<file path="src/logic/tube_disp_pkg.sv">
package tube_disp_pkg;

	localparam int digits_per_group = 4;

	// one-hot scan position, bit 3 is the leftmost digit
	typedef logic [digits_per_group-1:0] phase_t;
	localparam phase_t phase_reset = 4'b1000;

	// active low, bit 7 = dp, bits 6:0 = g..a
	typedef logic [7:0] seg_t;
	localparam seg_t seg_blank = 8'hff;

	localparam seg_t seg_table [16] = '{
		8'hc0, // 0
		8'hf9, // 1
		8'ha4, // 2
		8'hb0, // 3
		8'h99, // 4
		8'h92, // 5
		8'h82, // 6
		8'hf8, // 7
		8'h80, // 8
		8'h90, // 9
		8'h88, // a
		8'h83, // b
		8'hc6, // c
		8'ha1, // d
		8'h86, // e
		8'h8e  // f
	};

	// clock cycles per scan step, minus one
	localparam int unsigned scan_div_default = 15;

endpackage

</file>
<file path="src/logic/tube_bus_pkg.sv">
package tube_bus_pkg;

	localparam int addr_w = 12;
	localparam int data_w = 32;

	// register offsets
	localparam logic [addr_w-1:0] reg_digits = 12'h000;
	localparam logic [addr_w-1:0] reg_single = 12'h004;
	localparam logic [addr_w-1:0] reg_ctrl   = 12'h008;

	localparam logic [1:0] resp_okay   = 2'b00;
	localparam logic [1:0] resp_slverr = 2'b10;

	// bank_a sits in the low half, nibble [3] is the leftmost digit
	typedef struct packed {
		logic [3:0][3:0] bank_b;
		logic [3:0][3:0] bank_a;
	} digit_banks_t;

	// same word as the bus sees it and as the scanner sees it
	typedef union packed {
		logic [data_w-1:0] raw;
		digit_banks_t      banks;
	} digit_word_u;

endpackage
</file>
<file path="src/logic/tube_if.sv">
`timescale 1ns/1ns

// single register access per strobe, decoded by the bank
interface reg_access_if;
	import tube_bus_pkg::*;

	logic              wr_en;
	logic              rd_en;
	logic [addr_w-1:0] addr;
	logic [data_w-1:0] wdata;
	logic [data_w/8-1:0] strb;
	logic [data_w-1:0] rdata;
	logic              hit; // addr maps to a register

	modport master (
		output wr_en, rd_en, addr, wdata, strb,
		input  rdata, hit
	);

	modport slave (
		input  wr_en, rd_en, addr, wdata, strb,
		output rdata, hit
	);

endinterface

// display state held by the register bank
interface disp_state_if;
	import tube_bus_pkg::*;

	digit_word_u digits;
	logic [3:0]  single;
	logic        enable;
	logic [3:0]  dp_mask;

	modport source (
		output digits, single, enable, dp_mask
	);

	modport sink (
		input digits, single, enable, dp_mask
	);

endinterface

</file>
<file path="src/logic/tube_top.sv">
`timescale 1ns/1ns

module tube_top (
	input  logic                             clk,
	input  logic                             rst,

	input  logic [tube_bus_pkg::addr_w-1:0]   awaddr,
	input  logic                             awvalid,
	output logic                             awready,
	input  logic [tube_bus_pkg::data_w-1:0]   wdata,
	input  logic [tube_bus_pkg::data_w/8-1:0] wstrb,
	input  logic                             wvalid,
	output logic                             wready,
	output logic [1:0]                       bresp,
	output logic                             bvalid,
	input  logic                             bready,
	input  logic [tube_bus_pkg::addr_w-1:0]   araddr,
	input  logic                             arvalid,
	output logic                             arready,
	output logic [tube_bus_pkg::data_w-1:0]   rdata,
	output logic [1:0]                       rresp,
	output logic                             rvalid,
	input  logic                             rready,

	output tube_disp_pkg::seg_t              seg_a,
	output tube_disp_pkg::seg_t              seg_b,
	output tube_disp_pkg::seg_t              seg_c,
	output tube_disp_pkg::phase_t            digit_sel
);
	import tube_disp_pkg::*;

	reg_access_if regs ();
	disp_state_if disp ();

	tube_axil_slave u_axil_slave (
		.clk     (clk),
		.rst     (rst),
		.awaddr  (awaddr),
		.awvalid (awvalid),
		.awready (awready),
		.wdata   (wdata),
		.wstrb   (wstrb),
		.wvalid  (wvalid),
		.wready  (wready),
		.bresp   (bresp),
		.bvalid  (bvalid),
		.bready  (bready),
		.araddr  (araddr),
		.arvalid (arvalid),
		.arready (arready),
		.rdata   (rdata),
		.rresp   (rresp),
		.rvalid  (rvalid),
		.rready  (rready),
		.regs    (regs.master)
	);

	tube_reg_bank u_reg_bank (
		.clk  (clk),
		.rst  (rst),
		.regs (regs.slave),
		.disp (disp.source)
	);

	tube_scan #(
		.scan_div (scan_div_default)
	) u_scan (
		.clk       (clk),
		.rst       (rst),
		.disp      (disp.sink),
		.seg_a     (seg_a),
		.seg_b     (seg_b),
		.seg_c     (seg_c),
		.digit_sel (digit_sel)
	);

endmodule

</file>
<file path="src/logic/tube_scan.sv">
`timescale 1ns/1ns

module tube_scan #(
	parameter int unsigned scan_div = tube_disp_pkg::scan_div_default
) (
	input  logic                  clk,
	input  logic                  rst,
	disp_state_if.sink            disp,
	output tube_disp_pkg::seg_t   seg_a,
	output tube_disp_pkg::seg_t   seg_b,
	output tube_disp_pkg::seg_t   seg_c,
	output tube_disp_pkg::phase_t digit_sel
);
	import tube_disp_pkg::*;

	phase_t      phase;
	logic [31:0] cnt; // wide enough for any scan_div
	logic [3:0]  nib_a;
	logic [3:0]  nib_b;
	logic        dp;

	// scan divider and phase rotation, 1000 -> 0100 -> 0010 -> 0001
	always_ff @(posedge clk) begin
		if (rst) begin
			cnt   <= scan_div;
			phase <= phase_reset;
		end else if (cnt == 0) begin
			cnt   <= scan_div;
			phase <= {phase[0], phase[digits_per_group-1:1]};
		end else begin
			cnt <= cnt - 1'b1;
		end
	end

	// the active phase bit picks the nibble at the same index
	always_comb begin
		nib_a = '0;
		nib_b = '0;
		for (int i = 0; i < digits_per_group; i++) begin
			if (phase[i]) begin
				nib_a = disp.digits.banks.bank_a[i];
				nib_b = disp.digits.banks.bank_b[i];
			end
		end
	end

	assign dp = |(phase & disp.dp_mask); // shared by a and b

	// dp is active low, clearing bit 7 lights it
	assign seg_a = disp.enable ? (seg_table[nib_a] & {~dp, 7'h7f}) : seg_blank;
	assign seg_b = disp.enable ? (seg_table[nib_b] & {~dp, 7'h7f}) : seg_blank;
	assign seg_c = disp.enable ? seg_table[disp.single] : seg_blank;

	assign digit_sel = phase;

endmodule

</file>
<file path="src/logic/tube_reg_bank.sv">
`timescale 1ns/1ns

module tube_reg_bank (
	input  logic          clk,
	input  logic          rst,
	reg_access_if.slave   regs,
	disp_state_if.source  disp
);
	import tube_bus_pkg::*;

	digit_word_u       digits_q;
	logic [3:0]        single_q;
	logic              enable_q;
	logic [3:0]        dp_mask_q;
	logic [data_w-1:0] rd_word;

	// storage, each byte lane only under its strobe
	always_ff @(posedge clk) begin
		if (rst) begin
			digits_q.raw <= '0;
			single_q     <= '0;
			enable_q     <= 1'b0;
			dp_mask_q    <= '0;
		end else if (regs.wr_en) begin
			case (regs.addr)
				reg_digits: begin
					for (int i = 0; i < data_w/8; i++) begin
						if (regs.strb[i])
							digits_q.raw[8*i +: 8] <= regs.wdata[8*i +: 8];
					end
				end
				reg_single: begin
					if (regs.strb[0])
						single_q <= regs.wdata[3:0];
				end
				reg_ctrl: begin
					if (regs.strb[0]) begin
						enable_q  <= regs.wdata[0];
						dp_mask_q <= regs.wdata[7:4];
					end
				end
				default: begin
				end
			endcase
		end
	end

	// decode and read-back, unimplemented bits read as zero
	always_comb begin
		regs.hit = 1'b1;
		rd_word  = '0;
		case (regs.addr)
			reg_digits: rd_word = digits_q.raw;
			reg_single: rd_word = {28'b0, single_q};
			reg_ctrl:   rd_word = {24'b0, dp_mask_q, 3'b0, enable_q};
			default:    regs.hit = 1'b0;
		endcase
	end

	assign regs.rdata = regs.rd_en ? rd_word : '0; // quiet between reads

	assign disp.digits  = digits_q;
	assign disp.single  = single_q;
	assign disp.enable  = enable_q;
	assign disp.dp_mask = dp_mask_q;

endmodule

</file>
<file path="src/logic/tube_axil_slave.sv">
`timescale 1ns/1ns

module tube_axil_slave (
	input  logic                           clk,
	input  logic                           rst,

	input  logic [tube_bus_pkg::addr_w-1:0] awaddr,
	input  logic                           awvalid,
	output logic                           awready,

	input  logic [tube_bus_pkg::data_w-1:0] wdata,
	input  logic [tube_bus_pkg::data_w/8-1:0] wstrb,
	input  logic                           wvalid,
	output logic                           wready,

	output logic [1:0]                     bresp,
	output logic                           bvalid,
	input  logic                           bready,

	input  logic [tube_bus_pkg::addr_w-1:0] araddr,
	input  logic                           arvalid,
	output logic                           arready,

	output logic [tube_bus_pkg::data_w-1:0] rdata,
	output logic [1:0]                     rresp,
	output logic                           rvalid,
	input  logic                           rready,

	reg_access_if.master                   regs
);
	import tube_bus_pkg::*;

	logic wr_go; // accept cycle of a write, also the wr_en strobe
	logic rd_go;
	logic prefer_rd;
	logic wr_req;
	logic rd_req;
	logic wr_grant;
	logic rd_grant;

	// a direction is blocked while its response is still waiting
	assign wr_req = awvalid && wvalid && !bvalid;
	assign rd_req = arvalid && !rvalid;

	// one register access per cycle, the fairness bit breaks ties
	assign wr_grant = wr_req && !wr_go && !rd_go && !(rd_req && prefer_rd);
	assign rd_grant = rd_req && !wr_go && !rd_go && !(wr_req && !prefer_rd);

	always_ff @(posedge clk) begin
		if (rst) begin
			wr_go     <= 1'b0;
			rd_go     <= 1'b0;
			prefer_rd <= 1'b0;
			bvalid    <= 1'b0;
			rvalid    <= 1'b0;
		end else begin
			wr_go <= wr_grant;
			rd_go <= rd_grant;

			if (wr_grant)
				prefer_rd <= 1'b1;
			else if (rd_grant)
				prefer_rd <= 1'b0;

			if (wr_go)
				bvalid <= 1'b1;
			else if (bvalid && bready)
				bvalid <= 1'b0;

			if (rd_go)
				rvalid <= 1'b1;
			else if (rvalid && rready)
				rvalid <= 1'b0;
		end
	end

	// response payload captured in the access cycle
	always_ff @(posedge clk) begin
		if (wr_go)
			bresp <= regs.hit ? resp_okay : resp_slverr;
		if (rd_go) begin
			rresp <= regs.hit ? resp_okay : resp_slverr;
			rdata <= regs.rdata;
		end
	end

	assign awready = wr_go;
	assign wready  = wr_go;
	assign arready = rd_go;

	// aw and w payloads are still held by the master in the accept cycle
	assign regs.wr_en = wr_go;
	assign regs.rd_en = rd_go;
	assign regs.addr  = wr_go ? awaddr : araddr;
	assign regs.wdata = wdata;
	assign regs.strb  = wstrb;

endmodule

</file>
<file path="config.mk">
export PLATFORM = sky130hd
export DESIGN_NAME = tube_top
export DESIGN_NICKNAME = d
export VERILOG_FILES = /design/src/logic/tube_disp_pkg.sv /design/src/logic/tube_bus_pkg.sv /design/src/logic/tube_if.sv /design/src/logic/tube_top.sv /design/src/logic/tube_scan.sv /design/src/logic/tube_reg_bank.sv /design/src/logic/tube_axil_slave.sv
export SDC_FILE = /design/constraint.sdc
export NUM_CORES = 1
export LEC_CHECK = 0
export BUFFER_PORTS_ARGS = -buffer_cell sky130_fd_sc_hd__buf_2
export CORE_ASPECT_RATIO = 1.5
export CORE_MARGIN = 5
export CORE_UTILIZATION = 35
export CTS_BUF_LIST = sky130_fd_sc_hd__clkbuf_4
export CTS_CLUSTER_SIZE = 8
export DETAILED_ROUTE_END_ITERATION = 16
export GPL_ROUTABILITY_DRIVEN = 0
export GPL_TIMING_DRIVEN = 0
export SETUP_SLACK_MARGIN = 0.02
export SYNTH_ARGS = -nofsm -noshare
export SYNTH_HDL_FRONTEND = slang
export SYNTH_HIERARCHICAL = 1
export SYNTH_SLANG_ARGS = --single-unit
</file>
<file path="constraint.sdc">
create_clock -name clk -period 4.8 [get_ports clk]
set_clock_uncertainty 0.05 [all_clocks]
set_input_delay 0.72 -clock clk [delete_from_list [all_inputs] [get_ports clk]]
set_output_delay 0.72 -clock clk [all_outputs]
set_load 0.05 [all_outputs]
</file>
==> impl_metrics.toml, run 1 <==
[routing]
drt-wirelength-per-cell_um = 16.01
drt-total-wl_mm = 17.19
drc = 0
drt-initial-drc-count = 253
viasPerCell = 4.877
ant_nets = 0
vias = 5238
first_pass_iters = 4

[global_route]
overflow = 0
grt_pass1_vias = 5328
met1_usage_pct = 18.76
grt.met2_usage_pct = 28.91
track_usage_pct = 15.88
grt_pass1_wl_mm = 27.81
globalRouteMet3Util_pct = 2.987
grt_max_degree = 40
grt.busiest_layer = "met2"
antenna_found_initial = 1

[timing]
slew_viol_final = 0
worst_slew_pin_slew_ns = 0.9075
setup_viol = 0
tns_ns = 0
period_share_pct = 88.01
rsz0062_at_grt = "no"
fin_ws_ns = 0.5754
hold_viol = 0
fmax_ghz = 0.2367
post-route-min-period_ns = 4.225
max_slew_margin_pct = 39.04

[placed_design]
io_buffer_count = 96
pre_cts_ws_ns = 1.102
hpwl_mm = 13.53
placed_cell_area_um2 = 7547

[setup_path]
crit_buf_inv = 3
r2r_cells = 8
start_kind = "register"
criticalPathCategory = "register to output port"
crit_path_cell_trace = "or2_2 -> clkbuf_1 -> o221ai_1 -> inv_1 -> ha_1 -> nor3b_1 -> a2111oi_0 -> a41oi_1 -> buf_2"
reg2reg_slack_ns = 1.60
crit_family = "compound AO/OA/AOI/OAI gates"
regToRegStartpoint = "u_axil_slave/awready"
critPathMaxFanout = 11
arrival_ns = 3.45
slowest_delay_ns = 0.57
required_ns = 4.03
critPathSlowestCell = "o221ai_1"
cp-end-kind = "output port"
r2r-end = "u_axil_slave/rdata[26]"

[clock_network]
cts_tree = "built"
cts_inserted_buffers = 17
clk_pin_slew_ns = 0.10
postCtsHoldBufs = 0
post_cts_buffers = 0
htree_levels = 4
cts-root-buf = "clkbuf_4"
cts_sinks = 116
clockBufferDepth = 2
cts_resized = 0
clock_latency_ns = 0.51

[yosys]
ys_async_sr_fraction_pct = 0
synth.avg_cell_area_um2 = 9.799
syn-instance-count = 688
yosysWarnings = 6
synth_area_um2 = 6741
synth_edf_count = 34
seq_area_frac_synth_pct = 39.50
ys.flop_type = "dfxtp_1"
ys_seq_elements = 116
ys_types = 58

[floorplan]
die_y_um = 180.0
rows = 62
die_w_um = 123.3
ios = 136
start_util_pct = 35.33
dieArea_um2 = 22190
core_um2 = 19080

[power]
p_leak_nw = 3.093
powerDensity_nw_per_um2 = 256.9
ir_drop_mv = 0.1271

[run_status]
outcome = "completed"

[finish]
drive_gt1_share_pct = 27.29
finalInstanceArea_um2 = 7876
syn_to_final_growth_pct = 16.83
fin_nets = 892

[min_path]
hold_class = "register to register"
min_to = "u_scan/cnt[0]"
min-delay-start = "u_scan/cnt[0]"
hold_depth = 1

[job]
drv_cap = 0
-- cell families (layout without fill, tap and decap cells) --
| family | Yosys count | after routing | share of synthesized area, % |
|---|---|---|---|
| multiplexers | 78 | 78 | 12.01 |
| AO/OA/AOI/OAI | 73 | 73 | 7.962 |
| XOR/XNOR | 23 | 23 | 2.988 |
| buffers and inverters | 99 | 227 | 8.482 |
| adder cells (fa/ha/maj) | 21 | 21 | 3.898 |
| AND/OR/NAND/NOR | 276 | 276 | 25.06 |
| flip-flops | 116 | 116 | 39.50 |
| other | 2 | 4 | 0.1114 |
-- worst reg2reg max path, delay by kind of cell (launching register included) --
kind	cells	cell delay, ns
and+or+nand+nor	3	1.28
buffers and inverters	4	0.93
DFF	1	0.45
muxes	1	0.36
-- how the worst max path moves through the flow --
stage                              from        to  cells past startpoint
CTS                 u_scan/digit_sel[3]  seg_a[0]                      9
finish              u_scan/digit_sel[3]  seg_b[0]                      9
global route        u_scan/digit_sel[3]  seg_a[0]                      9
global placement    u_scan/digit_sel[3]  seg_b[0]                      9
floorplan           u_scan/digit_sel[0]  seg_a[6]                     10
detailed placement  u_scan/digit_sel[3]  seg_a[0]                      9
-- cells in the final DEF, fill, tap and decap left out, types with 8 or more instances in the layout --
master,Yosys,routed
nor2_1,52,52
nor3_1,15,15
inv_1,20,20
buf_4,43,43
mux2i_1,64,64
a31oi_1,9,9
mux2_2,13,13
ha_1,21,21
edfxtp_1,34,34
nand2b_1,84,84
buf_2,7,103
dfxtp_1,82,81
a21oi_1,9,9
nand2_1,31,31
clkbuf_4,0,19
and2_1,24,24
clkbuf_1,24,24
o221ai_1,10,10
xnor2_1,11,11
o21ai_0,13,13
nor4_1,8,8
xor2_1,12,12
-- state kept, by name (all words and copies together) (netlist names), 4 cells and up --
| register | count |
|---|---|
| u_axil_slave/rdata | 32 |
| u_scan/digit_sel | 4 |
| u_reg_bank/disp.single | 4 |
| u_reg_bank/disp.dp_mask | 4 |
| u_reg_bank/disp.digits | 32 |
| u_scan/cnt | 32 |
-- layout make-up --
type	count	area, um2
sequential	116	2664
inverter	20	75.07
multi-input combinational	474	3511
antenna	1	2.502
timing repair buffer	96	480.5
buffer	79	496.7
fill	1994	11210
clock buffer	19	142.6
tap	256	320.3
clock inverter	13	183.9
-- report_power, final --
part / switching (mW) / total [mW] / internal, mW
clock network: 0.383 / 0.808 / 0.424
logic: 0.106 / 0.180 / 0.0741
registers: 0.0154 / 1.04 / 1.02
-- metal layers --
metal	part of all wire (%)	vias up	wire length (um)
met2	54	93	9272
met5	0	-	0
li1	-	2622	-
met3	3.7	8	632
met4	0.87	0	149
met1	42	2515	7136
-- cells in the mapped netlist, types with 2 or more instances --
| cell | number | area share, % |
|---|---|---|
| nand2_1 | 31 | 1.7 |
| nor2b_1 | 2 | 0.19 |
| conb_1 | 2 | 0.11 |
| a21oi_1 | 9 | 0.67 |
| or4bb_1 | 4 | 0.67 |
| inv_1 | 20 | 1.1 |
| nor4_4 | 5 | 1.6 |
| xor2_1 | 12 | 1.6 |
| nor4_1 | 8 | 0.74 |
| o211ai_1 | 4 | 0.45 |
| a31oi_1 | 9 | 0.84 |
| or2_2 | 7 | 0.65 |
| nand3_1 | 7 | 0.52 |
| or4_1 | 7 | 0.78 |
| dfxtp_1 | 82 | 24 |
| ha_1 | 21 | 3.9 |
| buf_4 | 43 | 4.8 |
| a22o_1 | 6 | 0.78 |
| mux2_2 | 13 | 2.2 |
| a221o_1 | 2 | 0.30 |
| buf_2 | 7 | 0.52 |
| nor4b_1 | 3 | 0.39 |
| clkbuf_1 | 24 | 1.3 |
| a221oi_1 | 4 | 0.52 |
| nor4_2 | 4 | 0.74 |
| or4_4 | 4 | 0.67 |
| o21a_1 | 2 | 0.22 |
| nor3_1 | 15 | 1.1 |
| buf_6 | 4 | 0.67 |
| mux2i_1 | 64 | 9.5 |
| and2_1 | 24 | 2.2 |
| nand2b_1 | 84 | 7.8 |
| nand3b_1 | 4 | 0.45 |
| or3_1 | 3 | 0.28 |
| nor2_1 | 52 | 2.9 |
| edfxtp_1 | 34 | 15 |
| nor3b_1 | 2 | 0.22 |
| a2111oi_0 | 4 | 0.52 |
| o21ai_0 | 13 | 0.97 |
| nand4b_1 | 4 | 0.52 |
| o221ai_1 | 10 | 1.3 |
| o22ai_1 | 3 | 0.28 |
| xnor2_1 | 11 | 1.4 |
-- per-stage QoR --
step	total power [mW]	utilization, %	hold WS (ns)	instances
finish	2.023	41.27	0.3864	1074
global route	2.108	41.27	0.3637	1074
detailed placement	1.241	39.55	0.3661	1041
global placement	1.240	39.54	0.3610	1041
floorplan	1.190	-	0.3434	689
CTS	2.051	41.26	0.3521	1073
Power figures use the tool's default switching activity.
==> inputs of run 2 (changes only) <==
- ABC_AREA: default -> 1
- CTS_BUF_LIST: sky130_fd_sc_hd__clkbuf_4 -> sky130_fd_sc_hd__clkbuf_16
- CTS_CLUSTER_DIAMETER: default -> 30
==> run 2 against run 1 <==
Compared with the run above: sequential cell count unchanged; sequential power is essentially flat; clock power grew 45%; global-route usage increased by 1.1 points; critical endpoint is now seg_a[1]; worst hold slack got worse by 0.021 ns; count of clock-buffer cells in the layout is 2 lower; non-clock buffer count shrank 11; die area increased by 1.4%; first-iteration DRC count rose by 46%.
==> impl_metrics.toml, run 2 <==
[floorplan]
die_y_um = 181.3
die_w_um = 124.2
start_util_pct = 35.57
dieArea_um2 = 22500
ios = 136
core_um2 = 19240
rows = 62

[global_route]
grt_pass1_wl_mm = 29.92
grt_pass1_vias = 6096
overflow = 0
grt_max_degree = 38
antenna_found_initial = 0
track_usage_pct = 16.93

[finish]
drive_gt1_share_pct = 20.23
final_cell_mix = "nand2_1, nor2_1, buf_2"
finalInstanceArea_um2 = 8195
diodes = 0
final_common_cell = "nand2_1"
postLayoutCoreUtil_pct = 42.60
syn_to_final_growth_pct = 19.77
fin_nets = 1197

[run_status]
outcome = "completed"

[setup_path]
criticalPathCategory = "register to output port"
arrival_ns = 2.83
start_kind = "register"
required_ns = 4.03
critPathMaxFanout = 10
cp-end-kind = "output port"
reg2reg_slack_ns = 2.46

[yosys]
seq_area_frac_synth_pct = 38.91
synth_area_um2 = 6843
synth_edf_count = 34
ys_async_sr_fraction_pct = 0
ys_seq_elements = 116
synth.avg_cell_area_um2 = 6.891
ys.flop_type = "dfxtp_1"
syn-instance-count = 993
synth.top_cell.area_share_pct = 23.99
ys_types = 36
yosysMostFrequentCell = "nand2_1"
synthTopCellsByArea = "dfxtp_1, nand2_1, edfxtp_1"
yosys.area.top_type = "dfxtp_1"
yosysWarnings = 6
synth_commonest_cells = "nand2_1, nor2_1, inv_1"

[power]
powerDensity_nw_per_um2 = 288.7
p_total_mw = 2.366
ir_drop_mv = 0.1655
p_leak_nw = 4.022

[clock_network]
htree_levels = 4
cts_resized = 0
postCtsHoldBufs = 0
cts_sinks = 116
clk_pin_slew_ns = 0.06
cts-root-buf = "clkbuf_16"
cts_tree = "built"
cts_inserted_buffers = 17
clockBufferDepth = 2
post_cts_buffers = 0
clock_latency_ns = 0.41

[job]
drv_cap = 0

[timing]
period_share_pct = 74.99
hold_viol = 0
worst_slew_pin_slew_ns = 0.9253
tns_ns = 0
fmax_ghz = 0.2778
post-route-min-period_ns = 3.599
rsz0062_at_grt = "no"
slew_viol_final = 0
setup_viol = 0
fin_ws_ns = 1.201
max_slew_margin_pct = 38.31

[placed_design]
pre_cts_ws_ns = 1.665
placed_cell_area_um2 = 7649
io_buffer_count = 96
hpwl_mm = 14.64

[routing]
drt-total-wl_mm = 18.83
drc = 0
drt-initial-drc-count = 369
drt-wirelength-per-cell_um = 13.67
viasPerCell = 4.591
first_pass_iters = 6
vias = 6326
ant_nets = 0

[min_path]
hold_class = "register to register"
run 2: layout make-up:
type	count	area, um2
Sequential cell	116	2664
Inverter	98	370.4
Clock inverter	15	121.4
Multi-Input combinational cell	712	3353
Timing Repair Buffer	96	480.5
Clock buffer	17	425.4
Tap cell	256	320.3
Buffer	68	460.4
Fill cell	2068	11040
run 2: report_power, final:
group | leakage [nW] | total (mW) | switching (mW) | internal, mW
Clock | 0.259 | 1.17 | 0.494 | 0.671
Combinational | 2.78 | 0.164 | 0.109 | 0.0548
Sequential | 0.980 | 1.04 | 0.0144 | 1.02
Total | 4.02 | 2.37 | 0.618 | 1.75
run 2: critical path, stage by stage, from the launching register on:
cell,delay [ns]
dfxtp_1,0.49
buf_2,0.31
a21oi_1,0.10
a21oi_1,0.41
inv_1,0.20
ha_1,0.32
nand3_1,0.11
nor2_1,0.11
nor2_1,0.05
nand2_1,0.06
buf_2,0.25
run 2: cell families (layout without fill, tap and decap cells):
logic type,Yosys count,in the layout,synth area share [%]
and+or+nand+nor,603,603,37.61
buffers and inverters,166,294,12.14
DFF,116,116,38.91
AOI/OAI and AO/OA,70,70,5.467
adders and majority gates,21,21,3.840
xor gates and xnor gates,15,15,1.920
other,2,3,0.1098
run 2: final timing paths:
path                                      startpoint                      to  cells after the start
worst min register to register         u_scan/cnt[0]           u_scan/cnt[0]                      1
worst min-delay path                   u_scan/cnt[0]           u_scan/cnt[0]                      1
worst max-delay path             u_scan/digit_sel[2]                seg_a[1]                     10
worst max register to register  u_axil_slave/arready  u_axil_slave/rdata[29]                      4
run 2: through the flow:
| step | instances | hold slack [ns] |
|---|---|---|
| 5_1_grt | 1378 | 0.3883 |
| 6_report | 1378 | 0.3651 |
| 2_1_floorplan | 994 | 0.3397 |
| 3_3_place_gp | 1346 | 0.3509 |
| 3_5_place_dp | 1346 | 0.3564 |
| 4_1_cts | 1378 | 0.3711 |
run 2: layer usage:
metal | routed length [um] | up-vias | track usage (%)
met4 | 465 | 0 | 6.974
met5 | 0 | - | 0
met2 | 10450 | 149 | 32.32
li1 | - | 3303 | -
met3 | 713 | 35 | 2.566
met1 | 7202 | 2839 | 17.88
==> inputs of run 3 (changes only) <==
- ABC_AREA: 1 -> 0
- clock period: 4.8 -> 3.5 ns (I/O delays scaled with it)
==> run 3 against run 2 <==
Compared with the run above: final cell count shrank 22%; global-route usage shrank 0.72 points; worst setup slack lost 1.0 ns; critical endpoint is now seg_b[0].
==> impl_metrics.toml, run 3 (synthesis gave the netlist of run 1 again) <==
[finish]
syn_to_final_growth_pct = 23.44
multi_input_comb_area_um2 = 3667
finalInstanceArea_um2 = 8322
postLayoutCoreUtil_pct = 43.61
fin_nets = 893
instances_no_fill = 1074
drive_gt1_share_pct = 30.32
fillers = 1883
final_common_cell = "buf_2"
ff_latch_area_um2 = 2666
final_cell_mix = "buf_2, nand2b_1, dfxtp_1"
diodes = 0

[placed_design]
hpwl_mm = 13.60
placed_cell_area_um2 = 7594
dp.cells = 1042
pre_cts_ws_ns = -0.1522
io_buffer_count = 96

[clock_network]
htree_levels = 4
cts_sinks = 116
clk_pin_slew_ns = 0.06
cts-root-buf = "clkbuf_16"
clockBufferDepth = 2
clock_latency_ns = 0.40
cts_tree = "built"
cts_inserted_buffers = 17
postCtsHoldBufs = 0

[power]
p_total_mw = 3.351
ir_drop_mv = 0.3451
p_leak_nw = 3.266
powerDensity_nw_per_um2 = 402.7

[floorplan]
dieArea_um2 = 22190
start_util_pct = 35.33
die_y_um = 180.0
ios = 136
core_um2 = 19080
die_w_um = 123.3
rows = 62

[min_path]
min-delay-start = "arvalid"
hold_depth = 2
hold_class = "primary input to register"
min_to = "u_axil_slave/awready"

[timing]
tns_ns = 0
rsz0062_at_grt = "yes"
hold_viol = 0
setup_viol = 0
max_slew_margin_pct = 38.76
period_share_pct = 95.12
post-route-min-period_ns = 3.329
whs_ns = 0.3202
slew_viol_final = 0
fmax_ghz = 0.3004
fin_ws_ns = 0.1707
worst_slew_pin_slew_ns = 0.9117

[global_route]
antenna_found_initial = 0
track_usage_pct = 16.21
grt_pass1_wl_mm = 28.43
overflow = 0
grt_max_degree = 29
grt_pass1_vias = 5427

[routing]
viasPerCell = 4.912
first_pass_iters = 4
ant_nets = 0
vias = 5276
drt-total-wl_mm = 17.67
drt-wirelength-per-cell_um = 16.45
drc = 0
drt-initial-drc-count = 297

[setup_path]
arrival_ns = 2.75
regToRegStartpoint = "u_axil_slave/awready"
criticalPathCategory = "register to output port"
crit_path_cell_trace = "or2_2 -> o221ai_4 -> inv_1 -> ha_1 -> nor3b_2 -> a2111oi_2 -> a41oi_2 -> clkbuf_4"
r2r-end = "u_axil_slave/rdata[20]"
critPathMaxFanout = 11
reg2reg_slack_ns = 0.37
critPathSlowestCell = "or2_2"
start_kind = "register"
required_ns = 2.92
r2r_cells = 8
cp-end-kind = "output port"
slowest_delay_ns = 0.48

[run_status]
outcome = "completed"

[job]
drv_cap = 0
==> run 3: cell count changes in the layout (fill, tap and decap cells not counted), moves of 13 or more <==
cell      change
nor2_1      -125
nand3_1      -63
inv_1        -76
nand2_1     -257
a21oi_1      -25
o21ai_0      -14
and2_1       +24
mux2_2       +13
nand2b_1     +83
mux2i_1      +64
==> run 3: area by class of cell <==
type	instances	share of cell area, %
tap	256	3.849
multi-input combinational	474	44.07
inverter	20	0.9021
sequential	116	32.04
timing repair buffer	100	6.375
clock inverter	15	1.789
buffer	76	5.864
clock buffer	17	5.112
==> run 3: how the worst max path moves through the flow <==
stage / cells past startpoint / from / slack, ns / endpoint
after floorplan: 10 / u_scan/digit_sel[0] / 0.04 / seg_a[5]
final: 8 / u_scan/digit_sel[3] / 0.17 / seg_b[0]
after global routing: 7 / u_scan/digit_sel[3] / 0.02 / seg_b[5]
after detailed placement: 9 / u_scan/digit_sel[3] / -0.15 / seg_b[0]
after global placement: 5 / u_axil_slave/arready / -0.16 / u_axil_slave/rdata[20]
after CTS: 9 / u_scan/digit_sel[0] / 0.03 / seg_b[3]
==> run 3: where the power goes <==
group | switching (mW) | total [mW] | internal [mW]
sequential | 0.0144 | 1.41 | 1.40
clock | 0.682 | 1.68 | 0.996
combinational | 0.154 | 0.259 | 0.105
total | 0.851 | 3.35 | 2.50
==> run 3: metal layers <==
layer / vias up / part of all wire [%] / routed length (um) / global-route usage [%]
met5: - / 0 / 0 / 0
met4: 0 / 1.3 / 234 / 4.435
met3: 18 / 3.3 / 588 / 2.767
met2: 103 / 53 / 9417 / 28.87
met1: 2535 / 42 / 7430 / 19.78
li1: 2620 / - / - / -
==> run 3: timing repair <==
| action | in CTS | in global routing |
|---|---|---|
| setup endpoints to repair | 14 | 24 |
| setup buffers | 0 | 3 |
| pin swaps | 0 | 2 |
| gates resized for setup | 18 | 16 |
==> run 3: worst max-delay path: cells and delay by family, from the launching register on <==
family / cells / cell delay, ns
simple gates: 2 / 0.66
flops: 1 / 0.40
buf+inv: 2 / 0.39
compound gates: 3 / 0.63
fa+ha+maj: 1 / 0.27
